File: config.mk
export PLATFORM = sky130hd
export DESIGN_NAME = lane_alu
export DESIGN_NICKNAME = d
export VERILOG_FILES = /design/src/hdl/warp_pkg.sv /design/src/hdl/lane_alu.sv
export SDC_FILE = /design/constraint.sdc
export NUM_CORES = 2
export LEC_CHECK = 0
export BUFFER_PORTS_ARGS = -buffer_cell sky130_fd_sc_hd__buf_4
export CORE_AREA = 3 3 219 221
export DETAILED_ROUTE_END_ITERATION = 8
export DIE_AREA = 0 0 222 224
export PLACE_DENSITY = 0.67
export REMOVE_ABC_BUFFERS = 1
export SLEW_MARGIN = 20
export SYNTH_ARGS = -nofsm -noshare
export SYNTH_HDL_FRONTEND = slang
export SYNTH_SLANG_ARGS = --single-unit
File: constraint.sdc
create_clock -name vclk -period 17.62
set_input_delay 2.643 -clock vclk [all_inputs]
set_output_delay 2.643 -clock vclk [all_outputs]
set_load 0.01 [all_outputs]
File: src/hdl/warp_pkg.sv
package warp_pkg;

    localparam int DATA_WIDTH = 32;
    localparam int NUM_LANES = 4;
    localparam int LANE_BITS = $clog2(NUM_LANES);
    localparam logic [LANE_BITS-1:0] LAST_LANE = LANE_BITS'(NUM_LANES - 1);
    localparam int REG_ADDR_WIDTH = 5;
    localparam int NUM_REGS = 2 ** REG_ADDR_WIDTH;
    localparam logic [REG_ADDR_WIDTH-1:0] LANE_ID_REG = REG_ADDR_WIDTH'(31); // Read-only lane index

    // Major opcode in instruction bits 31:29
    typedef enum logic [2:0] {
        OPCODE_R  = 3'b000,
        OPCODE_I  = 3'b001,
        OPCODE_F  = 3'b010,
        OPCODE_M  = 3'b011,
        OPCODE_UP = 3'b100,
        OPCODE_J  = 3'b111
    } opcode_t;

    typedef enum logic [3:0] {
        ADD, SUB, MUL, SLT, SLL, SEQ, SNEZ, MIN, ABS,
        ADDI, MULI, SLLI, SEQI,
        JAL, BEQZ, BEQO
    } alu_op_t;

    typedef enum logic [1:0] {
        ALU_OUT,
        LSU_OUT,
        IMMEDIATE
    } wb_src_t;

    typedef enum logic [2:0] {
        WARP_FETCH,
        WARP_DECODE,
        WARP_EXECUTE,
        WARP_MEMORY,
        WARP_WRITEBACK,
        WARP_DONE
    } warp_state_t;

    typedef struct packed {
        logic                      reg_write;
        logic                      mem_read;
        logic                      mem_write;
        logic                      branch;
        logic                      halt;
        logic                      scalar;
        wb_src_t                   wb_src;
        logic [DATA_WIDTH-1:0]     immediate;
        logic [REG_ADDR_WIDTH-1:0] rd;
        logic [REG_ADDR_WIDTH-1:0] rs1;
        logic [REG_ADDR_WIDTH-1:0] rs2;
        alu_op_t                   alu_op;
    } decoded_t;

    // Wishbone classic master request and slave response
    typedef struct packed {
        logic                  cyc;
        logic                  stb;
        logic                  we;
        logic [DATA_WIDTH-1:0] adr;
        logic [DATA_WIDTH-1:0] dat;
    } wb_req_t;

    typedef struct packed {
        logic                  ack;
        logic [DATA_WIDTH-1:0] dat;
    } wb_rsp_t;

endpackage
File: src/hdl/lane_alu.sv
`timescale 1ns/1ps

module lane_alu (
    input  warp_pkg::decoded_t              decoded,
    input  logic [warp_pkg::DATA_WIDTH-1:0] a,
    input  logic [warp_pkg::DATA_WIDTH-1:0] b,
    output logic [warp_pkg::DATA_WIDTH-1:0] result,
    output logic                            zero_flag
);

    logic [warp_pkg::DATA_WIDTH-1:0] operand_b;

    always_comb begin
        case (decoded.alu_op)
            warp_pkg::ADDI, warp_pkg::MULI,
            warp_pkg::SLLI, warp_pkg::SEQI: operand_b = decoded.immediate;
            default:                        operand_b = b;
        endcase

        result = '0;
        case (decoded.alu_op)
            warp_pkg::ADD, warp_pkg::ADDI:  result = a + operand_b;
            warp_pkg::SUB:                  result = a - operand_b;
            warp_pkg::MUL, warp_pkg::MULI:  result = a * operand_b; // Low word only
            warp_pkg::SLT:                  result[0] = $signed(a) < $signed(operand_b);
            warp_pkg::SLL, warp_pkg::SLLI:  result = a << operand_b[4:0];
            warp_pkg::SEQ, warp_pkg::SEQI:  result[0] = (a == operand_b);
            warp_pkg::SNEZ:                 result[0] = (a != '0);
            warp_pkg::MIN:  result = ($signed(a) < $signed(operand_b)) ? a : operand_b;
            warp_pkg::ABS:  result = a[warp_pkg::DATA_WIDTH-1] ? -a : a;
            default: ; // JAL and branches produce no value
        endcase

        // Set when the branch condition holds
        case (decoded.alu_op)
            warp_pkg::BEQZ: zero_flag = (a == '0);
            warp_pkg::BEQO: zero_flag = (a == 32'd1);
            default:        zero_flag = 1'b0;
        endcase
    end

endmodule

# After elaboration in Yosys (flattened, before gate mapping)

Cells that the tools add are included.

Flip-flop bits (word level): 0

Reductions and logical operators: 8
Mux-type cells: 6
Shift-type cells: 1
$lt $le $gt $ge: 1
$mul: 1
Add/subtract/negate cells: 3
Equal/unequal tests: 16

Operator list:

| cell                                                  | number |
|---|---|
| one-hot mux 31 bit (6 select lines)                   | 1 |
| two-way mux 32 bit                                    | 3 |
| adder 32 bit                                          | 1 |
| equality test 32 x 1 -> 1 bit (second input constant) | 1 |
| equality test 32 bit                                  | 1 |
| zero test 32 bit                                      | 1 |
| less-than comparator 32 bit                           | 1 |
| multiplier 32 x 32 -> 32 bit                          | 1 |
| negator 32 bit                                        | 1 |
| nonzero test 32 bit                                   | 1 |
| left shift 32 x 5 -> 32 bit                           | 1 |
| subtractor 32 bit                                     | 1 |
| equality test 4 bit (second input constant)           | 7 |
| equality test 4 x 3 -> 1 bit (second input constant)  | 4 |
| one-hot mux 1 bit (9 select lines)                    | 1 |
| equality test 4 x 2 -> 1 bit (second input constant)  | 2 |
| OR reduction 2 bit                                    | 4 |
| equality test 4 x 1 -> 1 bit (second input constant)  | 1 |
| zero test 4 bit                                       | 1 |
| OR reduction 4 bit                                    | 1 |
| one-hot mux 1 bit (2 select lines)                    | 1 |

# Depth between registers and ports, before layout

Depth in word-level cells: 6
Depth in mapped cells: 37
Depth with buffers taken out: 29

# Least setup slack after synthesis

Ideal clock, no wire load.

Path kind: input-to-output
From: input decoded[1] (netlist name)
To: output result[29] (netlist name)
Data required time: 14977 ps
Slack: 3660 ps
Cell stages on the path: 33
Arrival: 11317 ps
Cell sequence: buf_2 -> nor2_4 -> mux2i_4 -> buf_4 -> buf_2 -> mux2_2 -> buf_2 -> buf_2 -> clkbuf_1 -> clkbuf_1 -> buf_2 -> and2_1 -> fa_1 -> fa_1 -> fa_1 -> inv_1 -> fa_1 -> inv_1 -> fa_1 -> fa_1 -> fa_1 -> fa_1 -> ha_1 -> clkbuf_1 -> and3_1 -> nand3_1 -> o211ai_1 -> a221oi_1 -> o21ai_0 -> nor2_1 -> xor2_1 -> nor2_1 -> or4_1

Word-level cells in the longest chain between the ends: 6
Elaborated cells on any way between the ends: 22

RTL lines:

| item                                                                 | RTL line       | text |
|---|---|---|
| start: declaration                                                   | lane_alu.sv:4  | `input warp_pkg::decoded_t decoded,` |
| branches (longest 5 deep; another with multiplier 32 x 32 -> 32 bit) | --             |  |
| one-hot mux 31 bit (6 select lines) (*)                              | lane_alu.sv:21 | `case (decoded.alu_op)` |
| end: declaration                                                     | lane_alu.sv:7  | `output logic [warp_pkg::DATA_WIDTH-1:0] result,` |

Mark *: on every way between the ends.

# Worst setup path in the final report

From: input decoded[2] (netlist name)
To: output result[29] (netlist name)

Same word-level chain as after synthesis.

==> results.md <==
* WS Path Type: in -> out
* Area contributors post-synth: fa_1 36%, ha_1 11%, and2_1 7.5%, inv_1 7.1%, nand2_1 4.4%
* CP peak stage delay at 0.79 ns
* Setup bufs post-CTS at 0
* Hold Path End: result[0]
* Critical Path Source Type: input pin
* Fill count at 4342
* Initial Utilization at 49.58%
* Syn Area/Cell at 8.274 µm²
* Tmin final at 14.70 ns
* Area post-placement at 24200 µm²
* Storage element area at 0 µm²
* PortBufs at 133
* Vias in the first global route at 21896
* Total core area at 46360 µm²
* Seq/Total Area, Yosys at 0%
* Post-Syn Area at 22990 µm²
* Setup_tns at 0 ns
* HP Class: in -> out
* Seq_cells at 0
* Worst path most repeated cell: fa_1
* Row count at 79
* Routed Antenna Nets at 0
* Detailed-router iteration count before antenna repair at 8
* Layout area overhead at 5.275%
* Yosys cell types at 85
* Cts hold-fix bufs at 0
* Final Hold Fails at 0
* RD Place Congestion at 0.9793
* Final slew viol count at 0
* Die X at 222 µm
* Post-Route WL at 84630 µm
* Worst slew pin tran at 1.027 ns
* GRT Max-Usage Layer: met2
* Via-to-Cell Ratio at 6.192
* Max-cap viol count at 0
* CP Max Fanout at 32
* Residual DRC count at 0
* Critical path's top delay family: adder cells
* Slowest stage cell, crit path: mux2_2
* Layout clock buffers at 0
* Final Net Count at 3482
* First-pass GRT wire length at 130800 µm
* Most numerous cell in the Yosys netlist: inv_1
* DP HPWL at 60990 µm
* Fin crit share at 83.42%
* Max Clock Freq at 68.03 MHz
* GRT met1 Usage at 45.73%
* Post-CTS sizing at 0
* Crit path capture type: output pin
* Die area at 49730 µm²
* Met2 Use GR at 53.77%
* Unrepaired setup endpoints after global routing: false
* Worst hold slack at 5.788 ns
* I/O pin total at 156
* Total congestion overflow at 0
* Vias at 20780
* Post-synth top area share at 35.71%
* Layout cells sized above 1 at 8.330%
* Arr. time, crit path at 12.06 ns
* Diodes inserted at 0
* Synthesized instance count at 2778
* Area leader, netlist: fa_1
* Finished Cell Area at 24200 µm²
* Drt first-iter violations at 2241
* Worst endpoint required time at 14.98 ns
* Global Route Usage Sum at 34.01%
* Largest net degree at the start of global routing at 45
* Synth warn at 0
* Hold Path Depth at 3
* Status: complete, no violations
* CP bufs+invs at 8
* Synth top cells by count: 436 x inv_1, 410 x fa_1, 275 x and2_1
* Relative slew slack at 31.07%
* Final setup violation count at 0
* Routed len/inst at 25.22 µm
* Die height at 224 µm
* Met3 global-route usage at 6.906%
* Min-delay src: decoded[3]
* Initial antenna violation count at 1
==> per-stage QoR <==
| step | util [%] | instances | setup slack [ns] |
|---|---|---|---|
| CTS | 52.19 | 3356 | 2.985 |
| finish | 52.20 | 3356 | 2.921 |
| floorplan | - | 2594 | 2.636 |
| detailed placement | 52.19 | 3356 | 3.026 |
| global placement | 52.19 | 3356 | 3.191 |
| global route | 52.20 | 3356 | 2.426 |
==> tightest hold or removal path, delay by kind of cell <==
family,cells,cell delay (ns)
compound gates,1,0.18
buf+inv,2,0.32
==> final cells by class <==
type	instances	area, µm²	area share [%]
well taps	607	759.5	3.139
repair buffers	155	1164	4.809
multi-input cells	2153	20620	85.21
inverters	441	1655	6.841
==> layer usage <==
metal  share of wire [%]  up-vias  wire [µm]
met5               0.015        -         13
met4                 5.5        2       4656
met3                  11      255       9279
met2                  44     1259      37280
met1                  39    10366      33400
li1                    -     8898          -
==> worst max-delay path by stage <==
stage,start,to,slack (ns),depth (start not counted)
4_1_cts,decoded[2],result[29],2.98,31
5_1_grt,decoded[2],result[29],2.43,31
6_report,decoded[2],result[29],2.92,31
3_5_place_dp,decoded[2],result[29],3.03,31
2_1_floorplan,decoded[2],result[29],2.64,24
3_3_place_gp,decoded[2],result[29],3.19,31
==> cell families (layout without fill, tap and decap cells) <==
family	count (synthesis)	count (layout)	share of synthesized area, %
and+or+nand+nor	852	852	18.56
buffers and inverters	625	596	10.42
adders and majority gates	608	608	46.49
AOI/OAI and AO/OA	433	433	13.03
xor gates and xnor gates	135	135	5.443
muxes	125	125	6.053
==> layout by cell type (no fill, tap or decap), types with 6 or more instances in the layout <==
cell type  instances
nand4_1           10
o21ai_0           69
nand3_1           23
mux4_2             7
a211o_1            6
o22ai_1           22
nor3_1            28
ha_1             198
and3_1             9
o31ai_1           15
mux2_2            31
nand2_1          272
nor2_1           154
a21boi_0           6
or4_1             10
a21oi_1          100
a211oi_1          16
o21bai_1          16
nand2b_1          13
xnor2_1           82
a221o_1           10
buf_4            155
o21a_1             6
and2_1           275
fa_1             410
o211ai_1          22
o41ai_1            6
o31a_1             8
inv_1            436
or3_1             14
a221oi_1          18
nor2b_1           11
xor2_1            48
nor4_1            10
a31oi_1           19
o221ai_1          14
mux2i_1           83
a21o_1            21
Power is left out: the tool's default activity adds up to more than one toggle a clock period on the data nets, which glitch-free logic cannot reach.
