File: src/hdl/warp_pkg.sv
package warp_pkg;

    localparam int DATA_WIDTH = 32;
    localparam int NUM_LANES = 4;
    localparam int LANE_BITS = $clog2(NUM_LANES);
    localparam logic [LANE_BITS-1:0] LAST_LANE = LANE_BITS'(NUM_LANES - 1);
    localparam int REG_ADDR_WIDTH = 5;
    localparam int NUM_REGS = 2 ** REG_ADDR_WIDTH;
    localparam logic [REG_ADDR_WIDTH-1:0] LANE_ID_REG = REG_ADDR_WIDTH'(31); // Read-only lane index

    // Major opcode in instruction bits 31:29
    typedef enum logic [2:0] {
        OPCODE_R  = 3'b000,
        OPCODE_I  = 3'b001,
        OPCODE_F  = 3'b010,
        OPCODE_M  = 3'b011,
        OPCODE_UP = 3'b100,
        OPCODE_J  = 3'b111
    } opcode_t;

    typedef enum logic [3:0] {
        ADD, SUB, MUL, SLT, SLL, SEQ, SNEZ, MIN, ABS,
        ADDI, MULI, SLLI, SEQI,
        JAL, BEQZ, BEQO
    } alu_op_t;

    typedef enum logic [1:0] {
        ALU_OUT,
        LSU_OUT,
        IMMEDIATE
    } wb_src_t;

    typedef enum logic [2:0] {
        WARP_FETCH,
        WARP_DECODE,
        WARP_EXECUTE,
        WARP_MEMORY,
        WARP_WRITEBACK,
        WARP_DONE
    } warp_state_t;

    typedef struct packed {
        logic                      reg_write;
        logic                      mem_read;
        logic                      mem_write;
        logic                      branch;
        logic                      halt;
        logic                      scalar;
        wb_src_t                   wb_src;
        logic [DATA_WIDTH-1:0]     immediate;
        logic [REG_ADDR_WIDTH-1:0] rd;
        logic [REG_ADDR_WIDTH-1:0] rs1;
        logic [REG_ADDR_WIDTH-1:0] rs2;
        alu_op_t                   alu_op;
    } decoded_t;

    // Wishbone classic master request and slave response
    typedef struct packed {
        logic                  cyc;
        logic                  stb;
        logic                  we;
        logic [DATA_WIDTH-1:0] adr;
        logic [DATA_WIDTH-1:0] dat;
    } wb_req_t;

    typedef struct packed {
        logic                  ack;
        logic [DATA_WIDTH-1:0] dat;
    } wb_rsp_t;

endpackage
File: src/hdl/warp_mem_port.sv
`timescale 1ns/1ps

module warp_mem_port (
    input  logic                                                     clk,
    input  logic                                                     reset,
    input  logic                                                     mem_start,
    input  logic                                                     mem_fetch,
    input  logic [warp_pkg::DATA_WIDTH-1:0]                          pc,
    input  warp_pkg::decoded_t                                       decoded,
    input  logic [warp_pkg::NUM_LANES-1:0][warp_pkg::DATA_WIDTH-1:0] addresses,
    input  logic [warp_pkg::NUM_LANES-1:0][warp_pkg::DATA_WIDTH-1:0] store_data,
    output warp_pkg::wb_req_t                                        bus_req,
    input  warp_pkg::wb_rsp_t                                        bus_rsp,
    output logic                                                     mem_done,
    output logic [warp_pkg::DATA_WIDTH-1:0]                          fetch_data,
    output logic [warp_pkg::NUM_LANES-1:0][warp_pkg::DATA_WIDTH-1:0] load_data
);

    logic [warp_pkg::LANE_BITS-1:0] lane;
    logic                           last_access;
    logic                           acked;

    assign acked       = bus_req.cyc && bus_rsp.ack;
    assign last_access = mem_fetch || decoded.scalar || (lane == warp_pkg::LAST_LANE);
    assign mem_done    = acked && last_access;
    assign fetch_data  = bus_rsp.dat; // Control latches it on mem_done

    always_ff @(posedge clk) begin
        if (reset) begin
            bus_req.cyc <= 1'b0;
            bus_req.stb <= 1'b0;
            bus_req.we  <= 1'b0;
            lane        <= '0;
        end else if (acked) begin
            bus_req.cyc <= 1'b0; // Drop for one cycle between lanes
            bus_req.stb <= 1'b0;
            bus_req.we  <= 1'b0;
            lane        <= last_access ? '0 : lane + 1'b1;
        end else if (!bus_req.cyc && mem_start) begin
            bus_req.cyc <= 1'b1;
            bus_req.stb <= 1'b1;
            bus_req.we  <= !mem_fetch && decoded.mem_write;
            bus_req.adr <= mem_fetch ? pc : addresses[lane];
            bus_req.dat <= store_data[lane];
        end
    end

    always_ff @(posedge clk) begin
        if (acked && !mem_fetch)
            load_data[lane] <= bus_rsp.dat;
    end

endmodule

File: config.mk
export PLATFORM = sky130hd
export DESIGN_NAME = warp_mem_port
export DESIGN_NICKNAME = d
export VERILOG_FILES = /design/src/hdl/warp_pkg.sv /design/src/hdl/warp_mem_port.sv
export SDC_FILE = /design/constraint.sdc
export NUM_CORES = 1
export LEC_CHECK = 0
export BUFFER_PORTS_ARGS = -buffer_cell sky130_fd_sc_hd__buf_2
export CELL_PAD_IN_SITES_DETAIL_PLACEMENT = 1
export CELL_PAD_IN_SITES_GLOBAL_PLACEMENT = 2
export CORE_AREA = 2 2 239 241
export CTS_CLUSTER_DIAMETER = 150
export DETAILED_ROUTE_END_ITERATION = 16
export DIE_AREA = 0 0 241 243
export MAX_ROUTING_LAYER = met4
export PLACE_DENSITY_LB_ADDON = 0.1
export SYNTH_ARGS = -nofsm -noshare
export SYNTH_HDL_FRONTEND = slang
export SYNTH_SLANG_ARGS = --single-unit
File: constraint.sdc
create_clock -name clk -period 4.4 [get_ports clk]
set_input_delay 0 -clock clk [delete_from_list [all_inputs] [get_ports clk]]
set_output_delay 0 -clock clk [all_outputs]
set_load 0.01 [all_outputs]
== After elaboration in Yosys (flattened, before gate mapping) ==
Cells that the tools add are included.
Word-level totals
  memories kept: 0
  logic and storage cells: 36
  ROM bits: 0
  register bits: 196
  bits of input ports: 384
  memory bits (writable): 0
  bits in latches: 0
  output and inout port bits: 228
Cells by class
  add/subtract/negate cells: 1
  mux-type cells: 9
  eq/ne operators: 1
  shift-type cells: 0
  reduce and logical (&&, ||, !) cells: 12
  $mul: 0
  $lt $le $gt $ge: 2
  divide/modulo/power cells: 0
  bitwise gates (word level): 2
Operators with widths (count)
  32-bit binary-select mux with 2-bit select: 2
  128-bit bitwise mux: 1
  32-bit 2-to-1 mux: 4
  32-bit demux with 2-bit select: 1
  1-bit logical AND: 6
  2-bit by 3-bit less-than comparator with 1-bit output (second input constant): 1
  3-bit AND reduction: 1
  2-bit by 1-bit adder with 2-bit output (second input constant): 1
  2-bit == test (second input constant): 1
  2-bit by 1-bit greater-or-equal comparator with 1-bit output (second input constant): 1
  1-bit logical NOT: 2
  1-bit logical OR: 2
  2-bit 2-to-1 mux: 1
  1-bit inverter: 2
  2-bit OR reduction: 1

== Depth between registers and ports, before layout ==
Gate-level depths: netlist of the first run.
  word-level depth: 5
  depth in mapped cells: 7
  depth with buffers taken out: 4

== Worst setup path before layout of the first run ==
OpenSTA, ideal clock, no wires.
  kind: register -> register
  start point: reg, netlist name bus_req[65]
  end point: reg bus_req[0] (netlist bit), enable pin
  clock period less this slack: 3.743 ns
  cell stages (with the launch flop): 3
  setup slack: 0.657 ns
  data required time: 3.914 ns
  arrival time: 3.257 ns
  setup time: 0.486 ns
  path buffers: 0
  cells stage by stage: dfxtp_1 > nand2b_1 > nor2_1
RTL lines
  end, declared: line warp_mem_port.sv:12  | output warp_pkg::wb_req_t bus_req,

== Worst setup path after layout of the first run ==
  start point: reg lane[1] (netlist bit)
  end point: reg bus_req[40] (netlist bit), data pin
On the way
  cells in the longest elaborated chain, start to end: 3
RTL lines
  start, declared: line warp_mem_port.sv:19  | logic [warp_pkg::LANE_BITS-1:0] lane;
  start signal, assigned: line warp_mem_port.sv:38  | lane <= last_access ? '0 : lane + 1'b1;
  32-bit binary-select mux with 2-bit select: line warp_mem_port.sv:43  | bus_req.adr <= mem_fetch ? pc : addresses[lane];
  32-bit 2-to-1 mux (implied by the code): line warp_mem_port.sv:43
  32-bit 2-to-1 mux: line warp_mem_port.sv:43
No other way between the ends. The select of a mux whose other input is x is not followed.
A chain may end at the register's enable or synchronous reset.

==> out/results.txt, run 1 <==
mapped cell area: 8630 um2
CTS tree: built
Initial Utilization: 0.154
WP data required: 4.64 ns
Post-Place Cells: 1734
layout cell share with drive strength beyond 1: 0.565
final worst-path cycle share: 0.609
Yosys top cell area share: 0.668
slew margin rel.: 0.287
switching share of power: 0.264
Worst path slowest cell: dlygate4sd3_1
Setup WS post-layout: 1.72 ns
DRC Markers: 0
Root Driver: clkbuf_16
Layout Skew: 0.0181 ns
cell family contributing the most delay on the critical path: buffers and inverters
Die H: 243 um
vias per cell: 3.56
Max Fclk: 373 MHz
Pleak: 5.64 nW
Net Switching: 0.00114 W
Clk pwr share: 0.391
final WL: 37500 um
Worst setup EP type: flip-flop
DR vias: 6933
IO Port Bufs: 554
Max clock buf depth: 2
Worst VDD drop: 309 uV
power per cell area: 304 nW/um2
total power: 0.00433 W
DP HPWL: 28200 um
Slew Limit Fails: 0
Synth Instances: 479
CTS sink count: 196
Area Growth Syn to Fin: 65.2%
Int Pwr: 0.00319 W
Hold Path Class: in2reg
Ports: 612
Gate power share: 0.124
drt first-iter violations: 195
mean post-synth cell area: 18.0 um2
crit-path max cell delay: 0.60 ns
Layout Nets: 1551
clk slew on worst S/H paths: 0.09 ns
H-tree depth: 4
max-cap violation count: 0
Final ANT Viol Nets: 0
warning count from the yosys run: 0
CP Class: reg2reg
Total GRT Usage: 0.130
Final Hold Fails: 0
commonest cells after routing, fill and taps aside: 554 x buf_2, 192 x edfxtp_1, 166 x dlygate4sd3_1, 34 x inv_1, 33 x mux2i_1
area leader, netlist: edfxtp_1
Die ar.: 58600 um2
flip-flop and latch count after synthesis: 196
Setup-failing EPs final: 0
largest net degree at the start of global routing: 71
Tmin final: 2.68 ns
Post-synth ARST share: 0
fin cells: 1947
status: finished clean
commonest non-fill, non-tap cell in the layout: buf_2
global-route wire length before repair: 51900 um
CP Data Arrival Time: 2.92 ns
Clk Latency, worst-skew pair: 0.49 ns
Core Rows: 87
Worst Tran Pin Value: 1.07 ns
RSZ-0062 raised after global routing: no
synth unique cells: 28
Die Wd: 241 um
Post-synth EDFFs: 192
Setup crit start kind: flip-flop
setup TNS: 0 ns
sequential share of power: 0.485
GPL Wtd Cong: 0.736
DP Worst Slack: 1.91 ns
Pre-antenna DRT Iters: 6
grt ovf: 0
Num CTS Buffers: 17
maximum fanout along the worst path: 37
top post-synthesis cells by area: edfxtp_1 67%, mux4_2 8.4%, a221oi_2 5.6%
register area share after synthesis: 0.677
vias in the first global route: 7479
Critical path buffers and inverters: 2
DR WL/cell: 19.3 um
initial antenna violation count: 17
core area: 56000 um2
CP cell instances: buf_4 -> nand2b_4 -> a211oi_1 -> a221oi_2 -> dlygate4sd3_1
most used flip-flop cell after synthesis: edfxtp_1
Net Count, Synth: 867
[per-stage QoR]
stage | util | hold WS (ns) | area, um2
after floorplan | - | 0.0691 | 8630
after global placement | 0.213 | 0.235 | 11900
after detailed placement | 0.213 | 0.240 | 11900
after CTS | 0.254 | 0.217 | 14200
after global routing | 0.255 | 0.262 | 14300
final | 0.255 | 0.277 | 14300
[synth_stat cells, types with 3 or more instances]
| library cell | instances |
|---|---|
| dfxtp_1 | 4 |
| nor2_1 | 4 |
| inv_1 | 34 |
| ha_1 | 4 |
| and2_1 | 4 |
| mux4_2 | 32 |
| a221oi_2 | 32 |
| nor2b_1 | 25 |
| clkbuf_1 | 4 |
| buf_2 | 10 |
| buf_4 | 34 |
| nand2_1 | 3 |
| a21oi_1 | 4 |
| a211oi_1 | 32 |
| buf_12 | 4 |
| edfxtp_1 | 192 |
| mux2i_1 | 33 |
| and2b_1 | 7 |
| buf_6 | 5 |
[routing by layer]
metal | wire length (um) | share of wire | global-route usage | vias up
met4 | 487 | 0.013 | 0.0365 | 0
met3 | 4030 | 0.11 | 0.0623 | 28
met2 | 18400 | 0.49 | 0.213 | 321
met5 | 0 | 0 | - | -
met1 | 14600 | 0.39 | 0.140 | 3326
li1 | - | - | - | 3258
[path summary, 6_finish.rpt]
check / startpoint / end / slack (ns) / cells after the start
worst max-delay path: lane[1] / bus_req[40] / 1.72 / 5
worst min-delay path: bus_rsp[17] / load_data[113] / 0.28 / 2
worst max register to register: lane[1] / bus_req[40] / 1.72 / 5
worst min register to register: bus_req[64] / bus_req[64] / 0.49 / 2
[worst register-to-register path, stage by stage, from the launching register on]
cell	delay, ns
dfxtp_2	0.35
buf_4	0.52
nand2b_4	0.46
a211oi_1	0.45
a221oi_2	0.05
dlygate4sd3_1	0.60
[power by group through the flow]
| stage | combinational (W) | clock (W) | sequential, W |
|---|---|---|---|
| 2_1_floorplan | 0.000169 | 0 | 0.00216 |
| 3_3_place_gp | 0.000415 | 0 | 0.00215 |
| 3_5_place_dp | 0.000419 | 0 | 0.00215 |
| 4_1_cts | 0.000550 | 0.00178 | 0.00210 |
| 5_1_grt | 0.000591 | 0.00183 | 0.00211 |
| 6_report | 0.000537 | 0.00169 | 0.00210 |
[area by class of cell]
class | instances | area (um2)
multi-input cells | 188 | 2180
flip-flops and latches | 196 | 5850
well taps | 756 | 946
clock buffers | 17 | 425
inverters | 34 | 128
repair buffers | 726 | 4490
clock inverters | 15 | 198
diodes | 15 | 37.5
fillers | 6350 | 41700
[sequential cells by signal, summed over array words and instances, names as in the netlist]
| register | flops |
|---|---|
| bus_req | 66 |
| lane | 2 |
| load_data | 128 |
[cell families after synthesis]
family,count (synthesis),synth area share
AOI/OAI and AO/OA,68,0.0858
adders and majority gates,4,0.00580
buffers and inverters,95,0.0722
DFF,196,0.677
muxes,65,0.122
and+or+nand+nor,51,0.0371
[timing repair]
action / in CTS / in global routing
resized for setup: 0 / 0
hold buffers: 166 / 0
setup buffers: 0 / 0
endpoints found under the hold margin: 196 / 0
(Power assumes the default switching activity.)
==> run 2: changes to the inputs <==
Settings changed: CORE_AREA 2 2 239 241 to 2 2 235 237, DIE_AREA 0 0 241 243 to 0 0 237 239.
Clock period 4.4 ns to 2.24 ns, I/O delays scaled along.
==> run 2 against run 1 <==
  * Clock skew decreased by 0.0016 ns
  * Largest cell class unchanged
  * Critical path type unchanged
  * Die area decreased by 3.3%
  * Final area rose by 3.5%
  * First-iteration DRC count increased by 3.6%
==> out/results.txt, run 2 (same netlist as run 1, synthesis figures left out) <==
status: finished clean
max FFs per register: 128 (unchanged)
Worst VDD drop: 583 uV (+88%)
Die Wd: 237 um (-1.7%)
CP Class: reg2reg
initial antenna violation count: 20 (+3)
sequential share of power: 0.480 (-0.005)
Worst R2R Start: lane[0]
GPL Wtd Cong: 0.733 (-0.46%)
final WL: 38200 um (+2.0%)
RSZ-0062 raised after global routing: no
Clk Latency, worst-skew pair: 0.49 ns (about the same)
Root Driver: clkbuf_16
cell family contributing the most delay on the critical path: buffers and inverters
worst r2r path cells: 3 (-2)
Tmin final: 2.12 ns (-0.560 ns)
DP HPWL: 28500 um (+1.0%)
cell count along the critical path: 3 (-2)
Worst Tran Pin Value: 0.642 ns (-0.428 ns)
power per cell area: 583 nW/um2 (+92%)
CP Data Arrival Time: 2.37 ns (-0.55 ns)
global-route wire length before repair: 53800 um (+3.6%)
IO Port Bufs: 554 (unchanged)
CTS sink count: 196 (unchanged)
commonest cells after routing, fill and taps aside: 554 x buf_2, 207 x dlygate4sd3_1, 192 x edfxtp_1, 34 x inv_1, 33 x mux2i_1
WP data required: 2.49 ns (-2.15 ns)
vias per cell: 3.71 (+4.1%)
Worst R2R Setup Slack: 0.12 ns (-1.60 ns)
grt ovf: 0 (unchanged)
Setup-failing EPs final: 0 (unchanged)
H-tree depth: 4 (unchanged)
Layout Nets: 1602 (+3.3%)
Slew Limit Fails: 0 (unchanged)
DRC Markers: 0 (unchanged)
Int Pwr: 0.00647 W (+100%)
drt first-iter violations: 202 (+3.6%)
critical path launch point: lane[0]
crit path to: bus_req[0]
slew margin rel.: 0.572 (+0.285)
Max clock buf depth: 2 (unchanged)
Worst path slowest cell: dlygate4sd3_1
Reg with most FFs: load_data
Initial Utilization: 0.159 (+0.00457)
DR WL/cell: 19.6 um (+1.8%)
setup TNS: 0 ns (unchanged)
core area: 54300 um2 (-2.9%)
Num CTS Buffers: 17 (unchanged)
final worst-path cycle share: 0.947 (+0.338)
Die H: 239 um (-1.6%)
Gate power share: 0.133 (+0.009)
capture point of the worst reg-to-reg path: bus_req[0]
Setup crit start kind: flip-flop
Total GRT Usage: 0.138 (+0.00805)
Hold Path Class: in2reg
Critical path buffers and inverters: 2 (unchanged)
Area Growth Syn to Fin: 70.9%
commonest non-fill, non-tap cell in the layout: buf_2
Net Switching: 0.00212 W (+86%)
CP cell instances: buf_6 -> mux4_2 -> dlygate4sd3_1
Final ANT Viol Nets: 0 (unchanged)
Clk pwr share: 0.388 (-0.003)
clk slew on worst S/H paths: 0.09 ns (about the same)
Setup WS post-layout: 0.119 ns (-1.60 ns)
Layout Skew: 0.0165 ns (-0.00158 ns)
vias in the first global route: 7876 (+5.3%)
Filler cells: 6068 (-4.4%)
Final Hold Fails: 0 (unchanged)
Ports: 612 (unchanged)
maximum fanout along the worst path: 20 (-46%)
Worst setup EP type: flip-flop
Max Fclk: 471 MHz (+26%)
Top Registers: load_data (128), bus_req (66), lane (2)
Die ar.: 56600 um2 (-3.3%)
max-cap violation count: 0 (unchanged)
Core Rows: 86 (-1.1%)
DR vias: 7229 (+4.3%)
Register Area: 5850 um2 (unchanged)
switching share of power: 0.247 (-0.0166)
DP Worst Slack: 0.416 ns (-1.49 ns)
layout cell share with drive strength beyond 1: 0.551 (-0.0149)
Pleak: 5.89 nW (+4.3%)
crit-path max cell delay: 0.58 ns (-0.02 ns)
largest net degree at the start of global routing: 65 (-8.5%)
multi-input combinational cell area: 2180 um2 (+0.23%)
Pre-antenna DRT Iters: 4 (-2)
CTS tree: built
-- run 2: timing repair --
item                                    CTS  global route
resized for setup                         0             5
endpoints found under the setup margin    0            16
endpoints found under the hold margin   196             0
hold buffers                            207             0
setup buffers                             0             0
-- run 2: worst min path at each step --
| stage | slack, ns | start | depth (start not counted) | to |
|---|---|---|---|---|
| after floorplan | 0.07 | reset | 1 | bus_req[65] |
| after global placement | 0.24 | bus_rsp[10] | 1 | load_data[42] |
| after detailed placement | 0.24 | bus_rsp[10] | 1 | load_data[42] |
| after CTS | 0.04 | addresses[31] | 3 | bus_req[63] |
| after global routing | 0.06 | addresses[31] | 3 | bus_req[63] |
| final | 0.08 | addresses[31] | 3 | bus_req[63] |
-- run 2: worst min-delay path: stages --
cell and delay [ns]:
buf_2 0.09, mux2i_1 0.18, a221oi_2 0.11
-- run 2: power by group through the flow --
| stage | clock (W) | combinational (W) | sequential (W) |
|---|---|---|---|
| 6_report | 0.00333 | 0.00114 | 0.00412 |
| 5_1_grt | 0.00362 | 0.00125 | 0.00413 |
| 4_1_cts | 0.00354 | 0.00116 | 0.00412 |
| 3_5_place_dp | 0 | 0.000841 | 0.00421 |
| 3_3_place_gp | 0 | 0.000834 | 0.00421 |
| 2_1_floorplan | 0 | 0.000333 | 0.00425 |
-- run 2: per-layer routing --
layer,GRT usage,wire [um],share of wire,vias to the layer above
met1,0.144,14600,0.38,3501
li1,-,-,-,3363
met2,0.227,19000,0.50,324
met4,0.0644,1150,0.030,0
met3,0.0585,3500,0.092,41
met5,-,0,0,-
-- run 2: layout make-up --
type | count | area share
clock inverter | 14 | 0.0126
multi-input combinational | 188 | 0.148
antenna | 21 | 0.00356
sequential | 196 | 0.397
tap | 704 | 0.0597
inverter | 34 | 0.00865
timing repair buffer | 777 | 0.342
clock buffer | 17 | 0.0288
-- run 2: metrics by stage --
stage | power (W) | util | hold slack [ns] | cell area, um2 | cells
2_1_floorplan | 0.00458 | - | 0.0691 | 8640 | 479
3_3_place_gp | 0.00504 | 0.221 | 0.236 | 12000 | 1692
3_5_place_dp | 0.00505 | 0.221 | 0.236 | 12000 | 1692
4_1_cts | 0.00882 | 0.270 | 0.0392 | 14700 | 1930
5_1_grt | 0.00900 | 0.271 | 0.0623 | 14700 | 1950
6_report | 0.00860 | 0.271 | 0.0828 | 14700 | 1951
