### config.mk
export PLATFORM = sky130hd
export DESIGN_NAME = warp_decoder
export DESIGN_NICKNAME = d
export VERILOG_FILES = /design/src/hdl/warp_pkg.sv /design/src/hdl/warp_decoder.sv
export SDC_FILE = /design/constraint.sdc
export NUM_CORES = 1
export LEC_CHECK = 0
export ABC_AREA = 1
export CAP_MARGIN = 20
export CORE_ASPECT_RATIO = 0.75
export CORE_MARGIN = 8
export CORE_UTILIZATION = 45
export CTS_BUF_LIST = sky130_fd_sc_hd__clkbuf_8 sky130_fd_sc_hd__clkbuf_16
export DETAILED_ROUTE_END_ITERATION = 7
export DONT_BUFFER_PORTS = 1
export SETUP_SLACK_MARGIN = 0.4
export SYNTH_ARGS = -nofsm -noshare
export SYNTH_HDL_FRONTEND = slang
export SYNTH_SLANG_ARGS = --single-unit
### constraint.sdc
create_clock -name clk -period 1.45 [get_ports clk]
set_clock_uncertainty 0.15 [all_clocks]
set_input_delay 0.145 -clock clk [delete_from_list [all_inputs] [get_ports clk]]
set_output_delay 0.145 -clock clk [all_outputs]
set_load 0.02 [all_outputs]
### src/hdl/warp_pkg.sv
package warp_pkg;

    localparam int DATA_WIDTH = 32;
    localparam int NUM_LANES = 4;
    localparam int LANE_BITS = $clog2(NUM_LANES);
    localparam logic [LANE_BITS-1:0] LAST_LANE = LANE_BITS'(NUM_LANES - 1);
    localparam int REG_ADDR_WIDTH = 5;
    localparam int NUM_REGS = 2 ** REG_ADDR_WIDTH;
    localparam logic [REG_ADDR_WIDTH-1:0] LANE_ID_REG = REG_ADDR_WIDTH'(31); // Read-only lane index

    // Major opcode in instruction bits 31:29
    typedef enum logic [2:0] {
        OPCODE_R  = 3'b000,
        OPCODE_I  = 3'b001,
        OPCODE_F  = 3'b010,
        OPCODE_M  = 3'b011,
        OPCODE_UP = 3'b100,
        OPCODE_J  = 3'b111
    } opcode_t;

    typedef enum logic [3:0] {
        ADD, SUB, MUL, SLT, SLL, SEQ, SNEZ, MIN, ABS,
        ADDI, MULI, SLLI, SEQI,
        JAL, BEQZ, BEQO
    } alu_op_t;

    typedef enum logic [1:0] {
        ALU_OUT,
        LSU_OUT,
        IMMEDIATE
    } wb_src_t;

    typedef enum logic [2:0] {
        WARP_FETCH,
        WARP_DECODE,
        WARP_EXECUTE,
        WARP_MEMORY,
        WARP_WRITEBACK,
        WARP_DONE
    } warp_state_t;

    typedef struct packed {
        logic                      reg_write;
        logic                      mem_read;
        logic                      mem_write;
        logic                      branch;
        logic                      halt;
        logic                      scalar;
        wb_src_t                   wb_src;
        logic [DATA_WIDTH-1:0]     immediate;
        logic [REG_ADDR_WIDTH-1:0] rd;
        logic [REG_ADDR_WIDTH-1:0] rs1;
        logic [REG_ADDR_WIDTH-1:0] rs2;
        alu_op_t                   alu_op;
    } decoded_t;

    // Wishbone classic master request and slave response
    typedef struct packed {
        logic                  cyc;
        logic                  stb;
        logic                  we;
        logic [DATA_WIDTH-1:0] adr;
        logic [DATA_WIDTH-1:0] dat;
    } wb_req_t;

    typedef struct packed {
        logic                  ack;
        logic [DATA_WIDTH-1:0] dat;
    } wb_rsp_t;

endpackage
### src/hdl/warp_decoder.sv
`timescale 1ns/1ps

module warp_decoder (
    input  logic                               clk,
    input  logic                               reset,
    input  warp_pkg::warp_state_t              warp_state,
    input  logic [warp_pkg::DATA_WIDTH-1:0]    instruction,
    output warp_pkg::decoded_t                 decoded
);

    warp_pkg::opcode_t  opcode;
    logic [4:0]         rd;
    logic [4:0]         rs1;
    logic [4:0]         rs2;
    logic [2:0]         funct3;
    logic [3:0]         funct4;
    logic [13:0]        imm_i;
    logic [14:0]        imm_load;
    logic [14:0]        imm_s;
    logic [15:0]        imm_b;
    logic [19:0]        imm_u;
    logic [25:0]        imm_j;
    warp_pkg::decoded_t dec_next;

    assign opcode   = warp_pkg::opcode_t'(instruction[31:29]);
    assign rd       = instruction[4:0];
    assign rs1      = instruction[9:5];
    assign rs2      = instruction[18:14];
    assign funct3   = instruction[12:10];
    assign funct4   = instruction[13:10];
    assign imm_i    = instruction[27:14];
    assign imm_load = instruction[28:14];
    assign imm_s    = {instruction[28:19], instruction[4:0]}; // Split around rs2
    assign imm_b    = {instruction[28:19], instruction[13], instruction[4:0]};
    assign imm_u    = instruction[28:9];
    assign imm_j    = {instruction[28:13], instruction[9:0]};

    always_comb begin
        dec_next = '0; // Anything unrecognized stays a no-op
        case (opcode)
            warp_pkg::OPCODE_R: begin
                dec_next.rd        = rd;
                dec_next.rs1       = rs1;
                dec_next.rs2       = rs2;
                dec_next.reg_write = 1'b1;
                dec_next.scalar    = instruction[28];
                case (funct4)
                    4'b0000: dec_next.alu_op = warp_pkg::ADD;
                    4'b0001: dec_next.alu_op = warp_pkg::SUB;
                    4'b0010: dec_next.alu_op = warp_pkg::MUL;
                    4'b0100: dec_next.alu_op = warp_pkg::SLT;
                    4'b0101: dec_next.alu_op = warp_pkg::SLL;
                    4'b0110: dec_next.alu_op = warp_pkg::SEQ;
                    4'b0111: dec_next.alu_op = warp_pkg::SNEZ;
                    4'b1000: dec_next.alu_op = warp_pkg::MIN;
                    4'b1001: dec_next.alu_op = warp_pkg::ABS;
                    default: dec_next = '0;
                endcase
            end
            warp_pkg::OPCODE_I: begin
                dec_next.rd        = rd;
                dec_next.rs1       = rs1;
                dec_next.reg_write = 1'b1;
                dec_next.scalar    = instruction[28];
                dec_next.immediate = {{18{imm_i[13]}}, imm_i};
                case (funct4)
                    4'b0000: dec_next.alu_op = warp_pkg::ADDI;
                    4'b0010: dec_next.alu_op = warp_pkg::MULI;
                    4'b1010: dec_next.alu_op = warp_pkg::SLLI;
                    4'b1011: dec_next.alu_op = warp_pkg::SEQI;
                    default: dec_next = '0;
                endcase
            end
            warp_pkg::OPCODE_F: begin
                // Float ops decode as no-ops without an FPU
            end
            warp_pkg::OPCODE_M: begin
                dec_next.rs1    = rs1;
                dec_next.scalar = instruction[13];
                dec_next.alu_op = warp_pkg::ADDI; // Effective address
                if (funct3 == 3'b000) begin // LW
                    dec_next.rd        = rd;
                    dec_next.reg_write = 1'b1;
                    dec_next.mem_read  = 1'b1;
                    dec_next.wb_src    = warp_pkg::LSU_OUT;
                    dec_next.immediate = {{17{imm_load[14]}}, imm_load};
                end else if (funct3 == 3'b001) begin // SW
                    dec_next.rs2       = rs2;
                    dec_next.mem_write = 1'b1;
                    dec_next.immediate = {{17{imm_s[14]}}, imm_s};
                end else begin
                    dec_next = '0;
                end
            end
            warp_pkg::OPCODE_UP: begin
                dec_next.rd        = rd;
                dec_next.reg_write = 1'b1;
                dec_next.wb_src    = warp_pkg::IMMEDIATE;
                dec_next.immediate = {imm_u, 12'b0};
                dec_next.scalar    = instruction[5];
            end
            warp_pkg::OPCODE_J: begin
                case (funct3)
                    3'b000: begin
                        dec_next.alu_op    = warp_pkg::JAL;
                        dec_next.immediate = {{6{imm_j[25]}}, imm_j};
                        dec_next.scalar    = 1'b1;
                    end
                    3'b001, 3'b010: begin
                        dec_next.rs1       = rs1;
                        dec_next.branch    = 1'b1;
                        dec_next.immediate = {{16{imm_b[15]}}, imm_b};
                        dec_next.alu_op    = funct3[0] ? warp_pkg::BEQZ : warp_pkg::BEQO;
                        dec_next.scalar    = 1'b1;
                    end
                    3'b111: begin // EXIT
                        dec_next.halt   = 1'b1;
                        dec_next.scalar = 1'b1;
                    end
                    default: dec_next = '0;
                endcase
            end
            default: dec_next = '0;
        endcase
    end

    always_ff @(posedge clk) begin
        if (reset) begin
            decoded <= '0;
        end else if (warp_state == warp_pkg::WARP_DECODE) begin
            decoded <= dec_next;
        end
    end

endmodule

; Word-level counts from Yosys, hierarchy flattened
; Cells that the tools add are included.
[totals]
in_bits = 37
ff_bits = 59
elab_cells = 62
[op_classes]
reduce_logical = 7
n_mux = 25
eq_ne = 18
[op_table]
columns = operator, count
row1 = $pmux 40 s5, 1
row2 = $mux 55, 2
row3 = $pmux 32 s2, 1
row4 = $pmux 14 s4, 1
row5 = $mux 39, 1
row6 = $mux 32, 1
row7 = $pmux 4 s4, 2
row8 = $pmux 4 s8, 1
row9 = $eq 4x3->1 const B, 4
row10 = $eq 4x4->1 const B, 4
row11 = $mux 5, 3
row12 = $mux 14, 1
row13 = $eq 3x1->1 const B, 3
row14 = $eq 3x3->1 const B, 3
row15 = $reduce_or 9->1, 1
row16 = $mux 4, 2
row17 = $pmux 4 s2, 1
row18 = $reduce_or 4->1, 2
row19 = $eq 3x2->1 const B, 2
row20 = $logic_not 3->1, 2
row21 = $mux 1, 5
row22 = $eq 4x1->1 const B, 1
row23 = $eq 4x2->1 const B, 1
row24 = $logic_not 4->1, 1
row25 = 4 further kinds, 4

; Longest topological paths before layout
; Gate-level depths: netlist (run 1).
[logic_depth]
word_depth = 4
mapped_depth = 10
ltp_nobuf = 10

; Worst setup path before layout (run 1)
; No wires, ideal clock.
[synth_path]
path_kind = in2reg
start = in instruction[10] (netlist bit)
end = reg decoded[31] (netlist bit)
cell_stages = 10
setup_time_ns = 0.132
arrival_time_ns = 1.156
path_buffers = 2
slack_ns = 0.012
path_cell_list = buf_2 nor2_1 inv_1 nand3_2 buf_6 nor2_2 nor2_1 nand2_1 nand2_1 a21oi_2
[synth_between]
elab_chain_cells = 4
elab_cells_between_ends = 14
[synth_rtl]
columns = item, line
row1 = start: declaration, warp_decoder.sv:7  ; input logic [warp_pkg::DATA_WIDTH-1:0] instruction,
row2 = "$eq 3x1->1, or another cell as far along", "warp_decoder.sv:87, warp_decoder.sv:103"
row3 = "$reduce_or 2->1, or another cell as far along", n/a
row4 = "$pmux 32 s2, or another cell as far along", warp_decoder.sv:103  ; case (funct3)
row5 = $pmux 40 s5 *, warp_decoder.sv:40  ; case (opcode)
row6 = end signal: assignment, warp_decoder.sv:131  ; decoded <= dec_next;
row7 = end: declaration, warp_decoder.sv:8  ; output warp_pkg::decoded_t decoded
; Every way passes the cells marked *; elsewhere a longest branch is shown, timed or not.
; A chain may end at the register's enable or synchronous reset.

; Worst setup path after layout (run 1)
[layout_path]
start = reg decoded[51] (netlist bit)
end = out decoded[51] (netlist bit)
; No word-level cell between the ends.

==> results.sh, run 1 <==
export IMPL_worstSetupStartpoint="decoded[51]"
export IMPL_fp_coreArea_sq_um=7200
export IMPL_global_route_usage_total=0.204
export IMPL_yosysMostFrequentCell="nand2_1"
export IMPL_largest_register_ffs=58
export IMPL_dr_total_vias=3427
export IMPL_remaining_drc_errors=0
export IMPL_wire_length_of_the_first_global_routing_pass_microns=16800
export IMPL_sequentialPowerShare=0.409
export IMPL_worst_pin_slew_ns=0.288
export IMPL_ioPinCount=96
export IMPL_grt_setup_unrepaired="yes"
export IMPL_cts_hold_buf=3
export IMPL_timing_max_cap_violations=0
export IMPL_routed_wirelength_microns=10900
export IMPL_clk_path_buf_depth=2
export IMPL_netlist_top_cell_by_area="dfxtp_1"
export IMPL_pwr_share_comb=0.101
export IMPL_postSynthAreaPerCell_sq_um=6.54
export IMPL_cell_internal_pwr_mw=2.83
export IMPL_initial_core_util=0.455
export IMPL_die_y_microns=89.9
export IMPL_critical_path_slowest_cell="dfxtp_2"
export IMPL_failing_checks="negative hold slack"
export IMPL_timing_max_transition_violations_final=0
export IMPL_dp_worst_setup_slack_ns=-0.0250
export IMPL_rrSetupSlack_ns=0.50
export IMPL_power_share_clock=0.490
export IMPL_netlist_cell_type_count=33
export IMPL_power_density_nw_per_um2=914
export IMPL_reg2reg_to="decoded[58]"
export IMPL_switching_power_mw=1.02
export IMPL_tritoncts_num_sinks=58
export IMPL_end_kind="output port"
export IMPL_r2r_start="decoded[58]"
export IMPL_timing_final_crit_share=0.764
export IMPL_fp_dieArea_sq_um=10300
export IMPL_max_slew_margin=0.808
export IMPL_fin_nets=560
export IMPL_crit_fanout=2
export IMPL_post_layout_worst_setup_margin_ns=0.342
export IMPL_worstPathBufferInverterCount=1
export IMPL_power_switching_share=0.264
export IMPL_critical_path_endpoint="decoded[51]"
export IMPL_worstPathRequired_ns=1.15
export IMPL_antenna_cells_inserted=0
export IMPL_p_leak_nw=1.83
export IMPL_setup_worst_path_start_class="register"
export IMPL_ant_nets=0
export IMPL_critical_path_max_stage_delay_ns=0.33
export IMPL_pre_antenna_drt_iters=5
export IMPL_tritoncts="yes"
export IMPL_synthesis_instances=501
export IMPL_hold_path_class="primary input to register"
export IMPL_layout_top_registers="decoded x58"
export IMPL_synth_top_area_frac=0.355
export IMPL_drtIter0Drc=305
export IMPL_grt_pass1_vias=3162
export IMPL_timing_critical_path_max_delay_family="flip-flops"
export IMPL_cp_data_arrival_time_ns=0.81
export IMPL_synth_yosys_seq_area_share=0.355
export IMPL_syn2layout_area_growth_pct=28.7
export IMPL_syn_area_sq_um=3270
export IMPL_die_width_microns=115
export IMPL_fmax_ghz=0.903
export IMPL_root_buffer="clkbuf_8"
export IMPL_hold_slack_ns=-0.305
export IMPL_dp_final_hpwl_microns=7600
export IMPL_critical_path_class="register to output port"
export IMPL_timing_critical_path_depth=1
export IMPL_synthArstFlopShare=0
export IMPL_status="finished with violations"
export IMPL_post_synth_edffs=0
export IMPL_cts_inserted_buffers=9
export IMPL_io_buffer_count=0
export IMPL_std_cell_rows=27
export IMPL_cts_htree_levels=3
export IMPL_globalRoute_totalOverflow=0
export IMPL_post_synth_main_area_contributors="dfxtp_1 (35%), nand2_1 (19%), a21oi_1 (7.2%), nor2_1 (5.7%), nand3_1 (5.7%)"
export IMPL_peakVddDrop_uv=470
export IMPL_worst_skew_pair_late_latency_ns=0.34
export IMPL_cp_cell_sequence="buf_6"
export IMPL_antenna_found_initial=0
export IMPL_postSynthRegisterBits=58
export IMPL_timing_final_hold_violations=53
export IMPL_post_route_min_period_ns=1.11
export IMPL_largest_register="decoded"
export IMPL_synth_top_flop_cell="dfxtp_1"
export IMPL_clk_pin_slew_ns=0.08
export IMPL_mappedNetlistNets=538
export IMPL_r2r_worst_path_cells=3
export IMPL_route_detailed_wl_per_inst_microns=17.3
export IMPL_netlist_top_cells_count="nand2_1 (163), dfxtp_1 (58), nor2_1 (50)"
export IMPL_vias_per_cell=5.45
export IMPL_drive_gt1_frac=0.341
export IMPL_place_congestion=0.903
export IMPL_yosys_warnings=0
export IMPL_finalSetupViolations=0
export IMPL_grt_max_degree=53
## how the worst min path moves through the flow
stage | slack, ns | cells after the start | endpoint | from
global placement | 0.07 | 1 | decoded[24] | reset
floorplan | 0.16 | 2 | decoded[4] | instruction[14]
detailed placement | 0.06 | 1 | decoded[24] | reset
global route | -0.32 | 1 | decoded[27] | reset
CTS | -0.32 | 1 | decoded[26] | reset
finish | -0.30 | 1 | decoded[16] | reset
## cell type report
class | instances | area, sq um
fillers | 690 | 2980
clock inverters | 7 | 125
flip-flops and latches | 58 | 1350
inverters | 42 | 181
repair buffers | 32 | 313
well taps | 101 | 126
clock buffers | 9 | 124
repair inverters | 1 | 7.51
multi-input cells | 379 | 1990
## placed cells by master (no fill, tap or decap), types with 2 or more instances in the layout
master / netlist / routed
o21ai_1: 2 / 3
a21oi_1: 47 / 45
nor2_4: 1 / 6
nand2_2: 4 / 9
a22oi_1: 5 / 5
nand2_1: 163 / 155
dlygate4sd3_1: 0 / 2
nand3_1: 37 / 35
o21ai_0: 17 / 15
inv_1: 36 / 32
dfxtp_4: 0 / 47
nor2_1: 50 / 43
a21oi_2: 11 / 13
clkinvlp_4: 0 / 2
buf_6: 4 / 10
inv_2: 4 / 6
nand3b_1: 7 / 7
nand2_4: 2 / 5
o21a_1: 2 / 2
nand3_2: 1 / 3
nand3_4: 2 / 3
clkinv_4: 0 / 4
buf_4: 2 / 17
bufinv_16: 0 / 3
nor2_2: 18 / 20
clkbuf_8: 0 / 9
dfxtp_2: 0 / 11
buf_12: 0 / 2
## metrics by stage
step / cell area [sq um] / power (mW) / cells / util / TNS [ns]
after floorplan: 3390 / 1.98 / 501 / - / 0
after CTS: 4010 / 3.88 / 620 / 0.557 / 0
after detailed placement: 3510 / 2.02 / 597 / 0.488 / -0.0250
after global routing: 4210 / 3.98 / 629 / 0.586 / 0
final: 4210 / 3.85 / 629 / 0.586 / 0
after global placement: 3510 / 2.02 / 597 / 0.488 / -0.00181
## power by group through the flow
stage | sequential (mW) | clock (mW) | combinational [mW]
floorplan | 1.69 | 0 | 0.292
global placement | 1.69 | 0 | 0.334
detailed placement | 1.69 | 0 | 0.332
CTS | 1.61 | 1.92 | 0.349
global route | 1.58 | 1.97 | 0.427
finish | 1.58 | 1.89 | 0.389
## per-layer routing
metal | GRT usage | routed length, microns
met1 | 0.264 | 4700
met2 | 0.288 | 4740
met3 | 0.0802 | 1240
met4 | 0.0917 | 192
met5 | 0 | 0
## what timing repair did
| action | CTS | global route |
|---|---|---|
| endpoints found under the hold margin | 57 | 53 |
| setup buffers | 3 | 7 |
| setup endpoints to repair | 62 | 90 |
| pin swaps | 3 | 5 |
| cloned | 1 | 2 |
| resized for setup | 95 | 45 |
## cells by family (layout without fill, tap and decap cells)
group                  after synthesis  after routing  synth area share
flip-flops                          58             58             0.355
AO/OA/AOI/OAI                       87             87             0.156
AND/OR/NAND/NOR                    290            292             0.400
buffers and inverters               66             91            0.0894
Note: power is estimated with default switching activity, not from simulation.
==> inputs of run 2 (changes only) <==
==> constraint.sdc (replaced) <==
create_clock -name clk -period 1 [get_ports clk]
set_clock_uncertainty 0.15 [all_clocks]
set_input_delay 0.1 -clock clk [delete_from_list [all_inputs] [get_ports clk]]
set_output_delay 0.1 -clock clk [all_outputs]
set_load 0.02 [all_outputs]
==> run 2 against run 1 <==
Sequential cell count unchanged. Global-route usage rose by 4.0 points. Sequential share of layout area decreased by 6.5 points. Via count up 6.1%. Final cell count up 6.4%. Sequential power increased by 44%. First-iteration DRC count decreased by 4.9%. Wire length increased by 16%. The flow finishes with violations (negative hold slack, negative setup slack). Hold slack lost 0.048 ns. Clock power is essentially flat. Non-clock buffer count grew 36. Die area unchanged. Highest routed layer unchanged. Critical path type unchanged.
==> results.sh, run 2 (synthesized netlist as in run 1, its figures left out) <==
export IMPL_placement_cell_area_sq_um=3970
export IMPL_timing_final_crit_share=1.10
export IMPL_largest_register="decoded"
export IMPL_gr_usage_met1=0.294
export IMPL_hold_slack_ns=-0.353
export IMPL_max_slew_margin=0.768
export IMPL_die_y_microns=89.9
export IMPL_timing_final_hold_violations=57
export IMPL_root_buffer="clkbuf_8"
export IMPL_post_route_min_period_ns=1.10
export IMPL_layout_top_registers="decoded x58"
export IMPL_end_kind="output port"
export IMPL_ant_nets=0
export IMPL_fin_nets=600
export IMPL_hold_path_class="primary input to register"
export IMPL_final_cell_mix="nand2_1 (118), dfxtp_4 (53), a21oi_2 (37)"
export IMPL_globalRoute_totalOverflow=0
export IMPL_fin_setup_tns_ns=-0.795
export IMPL_cts_inserted_buffers=9
export IMPL_antenna_cells_inserted=0
export IMPL_clk_pin_slew_ns=0.07
export IMPL_r2r_start="decoded[23]"
export IMPL_die_width_microns=115
export IMPL_worst_skew_pair_late_latency_ns=0.35
export IMPL_antenna_found_initial=0
export IMPL_p_leak_nw=2.16
export IMPL_use_met2=0.388
export IMPL_peakVddDrop_uv=685
export IMPL_grt_pass1_vias=3730
export IMPL_grt_setup_unrepaired="yes"
export IMPL_fp_dieArea_sq_um=10300
export IMPL_layout_cells_most_common="nand2_1"
export IMPL_global_route_usage_total=0.244
export IMPL_worst_hold_path_endpoint="decoded[18]"
export IMPL_r2r_worst_path_cells=2
export IMPL_rrSetupSlack_ns=0.10
export IMPL_critical_path_slowest_cell="dfxtp_4"
export IMPL_largest_register_ffs=58
export IMPL_clk_path_buf_depth=2
export IMPL_failing_checks="negative hold slack, negative setup slack"
export IMPL_timing_max_cap_violations=0
export IMPL_power_density_nw_per_um2=949
export IMPL_post_layout_worst_setup_margin_ns=-0.0952
export IMPL_multi_input_area_sq_um=2770
export IMPL_place_congestion=0.901
export IMPL_grt_use_met3=0.0929
export IMPL_drtIter0Drc=290
export IMPL_cts_htree_levels=3
export IMPL_syn2layout_area_growth_pct=63.0
export IMPL_cp_data_arrival_time_ns=0.85
export IMPL_critical_path_max_stage_delay_ns=0.35
export IMPL_worst_pin_slew_ns=0.346
export IMPL_dp_worst_setup_slack_ns=-0.367
export IMPL_hold_path_startpoint="reset"
export IMPL_fp_coreArea_sq_um=7200
export IMPL_drive_gt1_frac=0.586
export IMPL_timing_critical_path_max_delay_family="flip-flops"
export IMPL_final_core_utilization=0.742
export IMPL_crit_fanout=2
export IMPL_pre_antenna_drt_iters=4
export IMPL_hold_path_cell_count=1
export IMPL_tritoncts_num_sinks=58
export IMPL_initial_core_util=0.455
export IMPL_timing_max_transition_violations_final=0
export IMPL_postLayoutCellArea_sq_um=5340
export IMPL_finalSetupViolations=12
export IMPL_worstSetupStartpoint="decoded[51]"
export IMPL_grt_max_degree=53
export IMPL_routed_wirelength_microns=12700
export IMPL_remaining_drc_errors=0
export IMPL_io_buffer_count=0
export IMPL_worstPathBufferInverterCount=1
export IMPL_tritoncts="yes"
export IMPL_vias_per_cell=5.43
export IMPL_wire_length_of_the_first_global_routing_pass_microns=20000
export IMPL_cp_cell_sequence="buf_8"
export IMPL_status="finished with violations"
export IMPL_reg2reg_to="decoded[23]"
export IMPL_dr_total_vias=3636
export IMPL_fill_cells=554
export IMPL_setup_worst_path_start_class="register"
export IMPL_dp_final_hpwl_microns=8310
export IMPL_ff_latch_area_sq_um=1370
export IMPL_gr_max_usage_layer="met2"
export IMPL_critical_path_class="register to output port"
export IMPL_std_cell_rows=27
export IMPL_worstPathRequired_ns=0.75
export IMPL_fmax_ghz=0.913
export IMPL_ioPinCount=96
export IMPL_route_detailed_wl_per_inst_microns=18.9
## run 2: cell count changes in the layout (fill, tap and decap cells not counted), moves of 16 or more
cell / change
nor2_4: +19
buf_4: +19
nand2_2: +22
a21oi_1: -26
nand2_1: -37
nand2_8: +16
nand3_2: +17
nand3_1: -20
a21oi_2: +24
buf_6: +18
## run 2: how the worst max path moves through the flow
stage	end	slack, ns	cells past startpoint
final	decoded[57]	-0.1	1
after global routing	decoded[51]	-0.11	1
after CTS	decoded[51]	-0.10	1
after detailed placement	decoded[29]	-0.37	9
after global placement	decoded[31]	-0.42	9
after floorplan	decoded[39]	-0.21	9
## run 2: cell type report
type / instances / area share
clock buffer: 9 / 0.0232
clock inverter: 7 / 0.00844
inverter: 42 / 0.0455
multi-input combinational: 384 / 0.519
sequential: 58 / 0.256
tap: 101 / 0.0237
timing repair buffer: 68 / 0.124
## run 2: power breakdown
group,leakage [nW],switching (mW),internal [mW]
Combinational,1.57,0.513,0.354
Clock,0.0791,1.04,0.886
Sequential,0.513,0.0541,2.22
## run 2: what timing repair did
item,CTS,global route
buffers inserted,14,7
endpoints found under the setup margin,117,117
pin swaps,64,58
gates cloned,7,0
gates resized for setup,150,84
endpoints found under the hold margin,58,57
## run 2: worst register-to-register path: cells and delay by family (launching register included)
| family | cells | cell delay, ns |
|---|---|---|
| AO/OA/AOI/OAI | 2 | 0.27 |
| flip-flops | 1 | 0.38 |
## run 2: through the flow
| stage | power (mW) | std cells |
|---|---|---|
| final | 5.07 | 669 |
| after global routing | 5.27 | 669 |
| after CTS | 5.00 | 662 |
| after detailed placement | 2.89 | 625 |
| after global placement | 2.89 | 625 |
| after floorplan | 2.76 | 501 |
## run 2: layer usage
layer,wire length (microns),share of wire
met5,0,0
met4,263,0.021
met3,1280,0.10
met2,5930,0.47
met1,5190,0.41
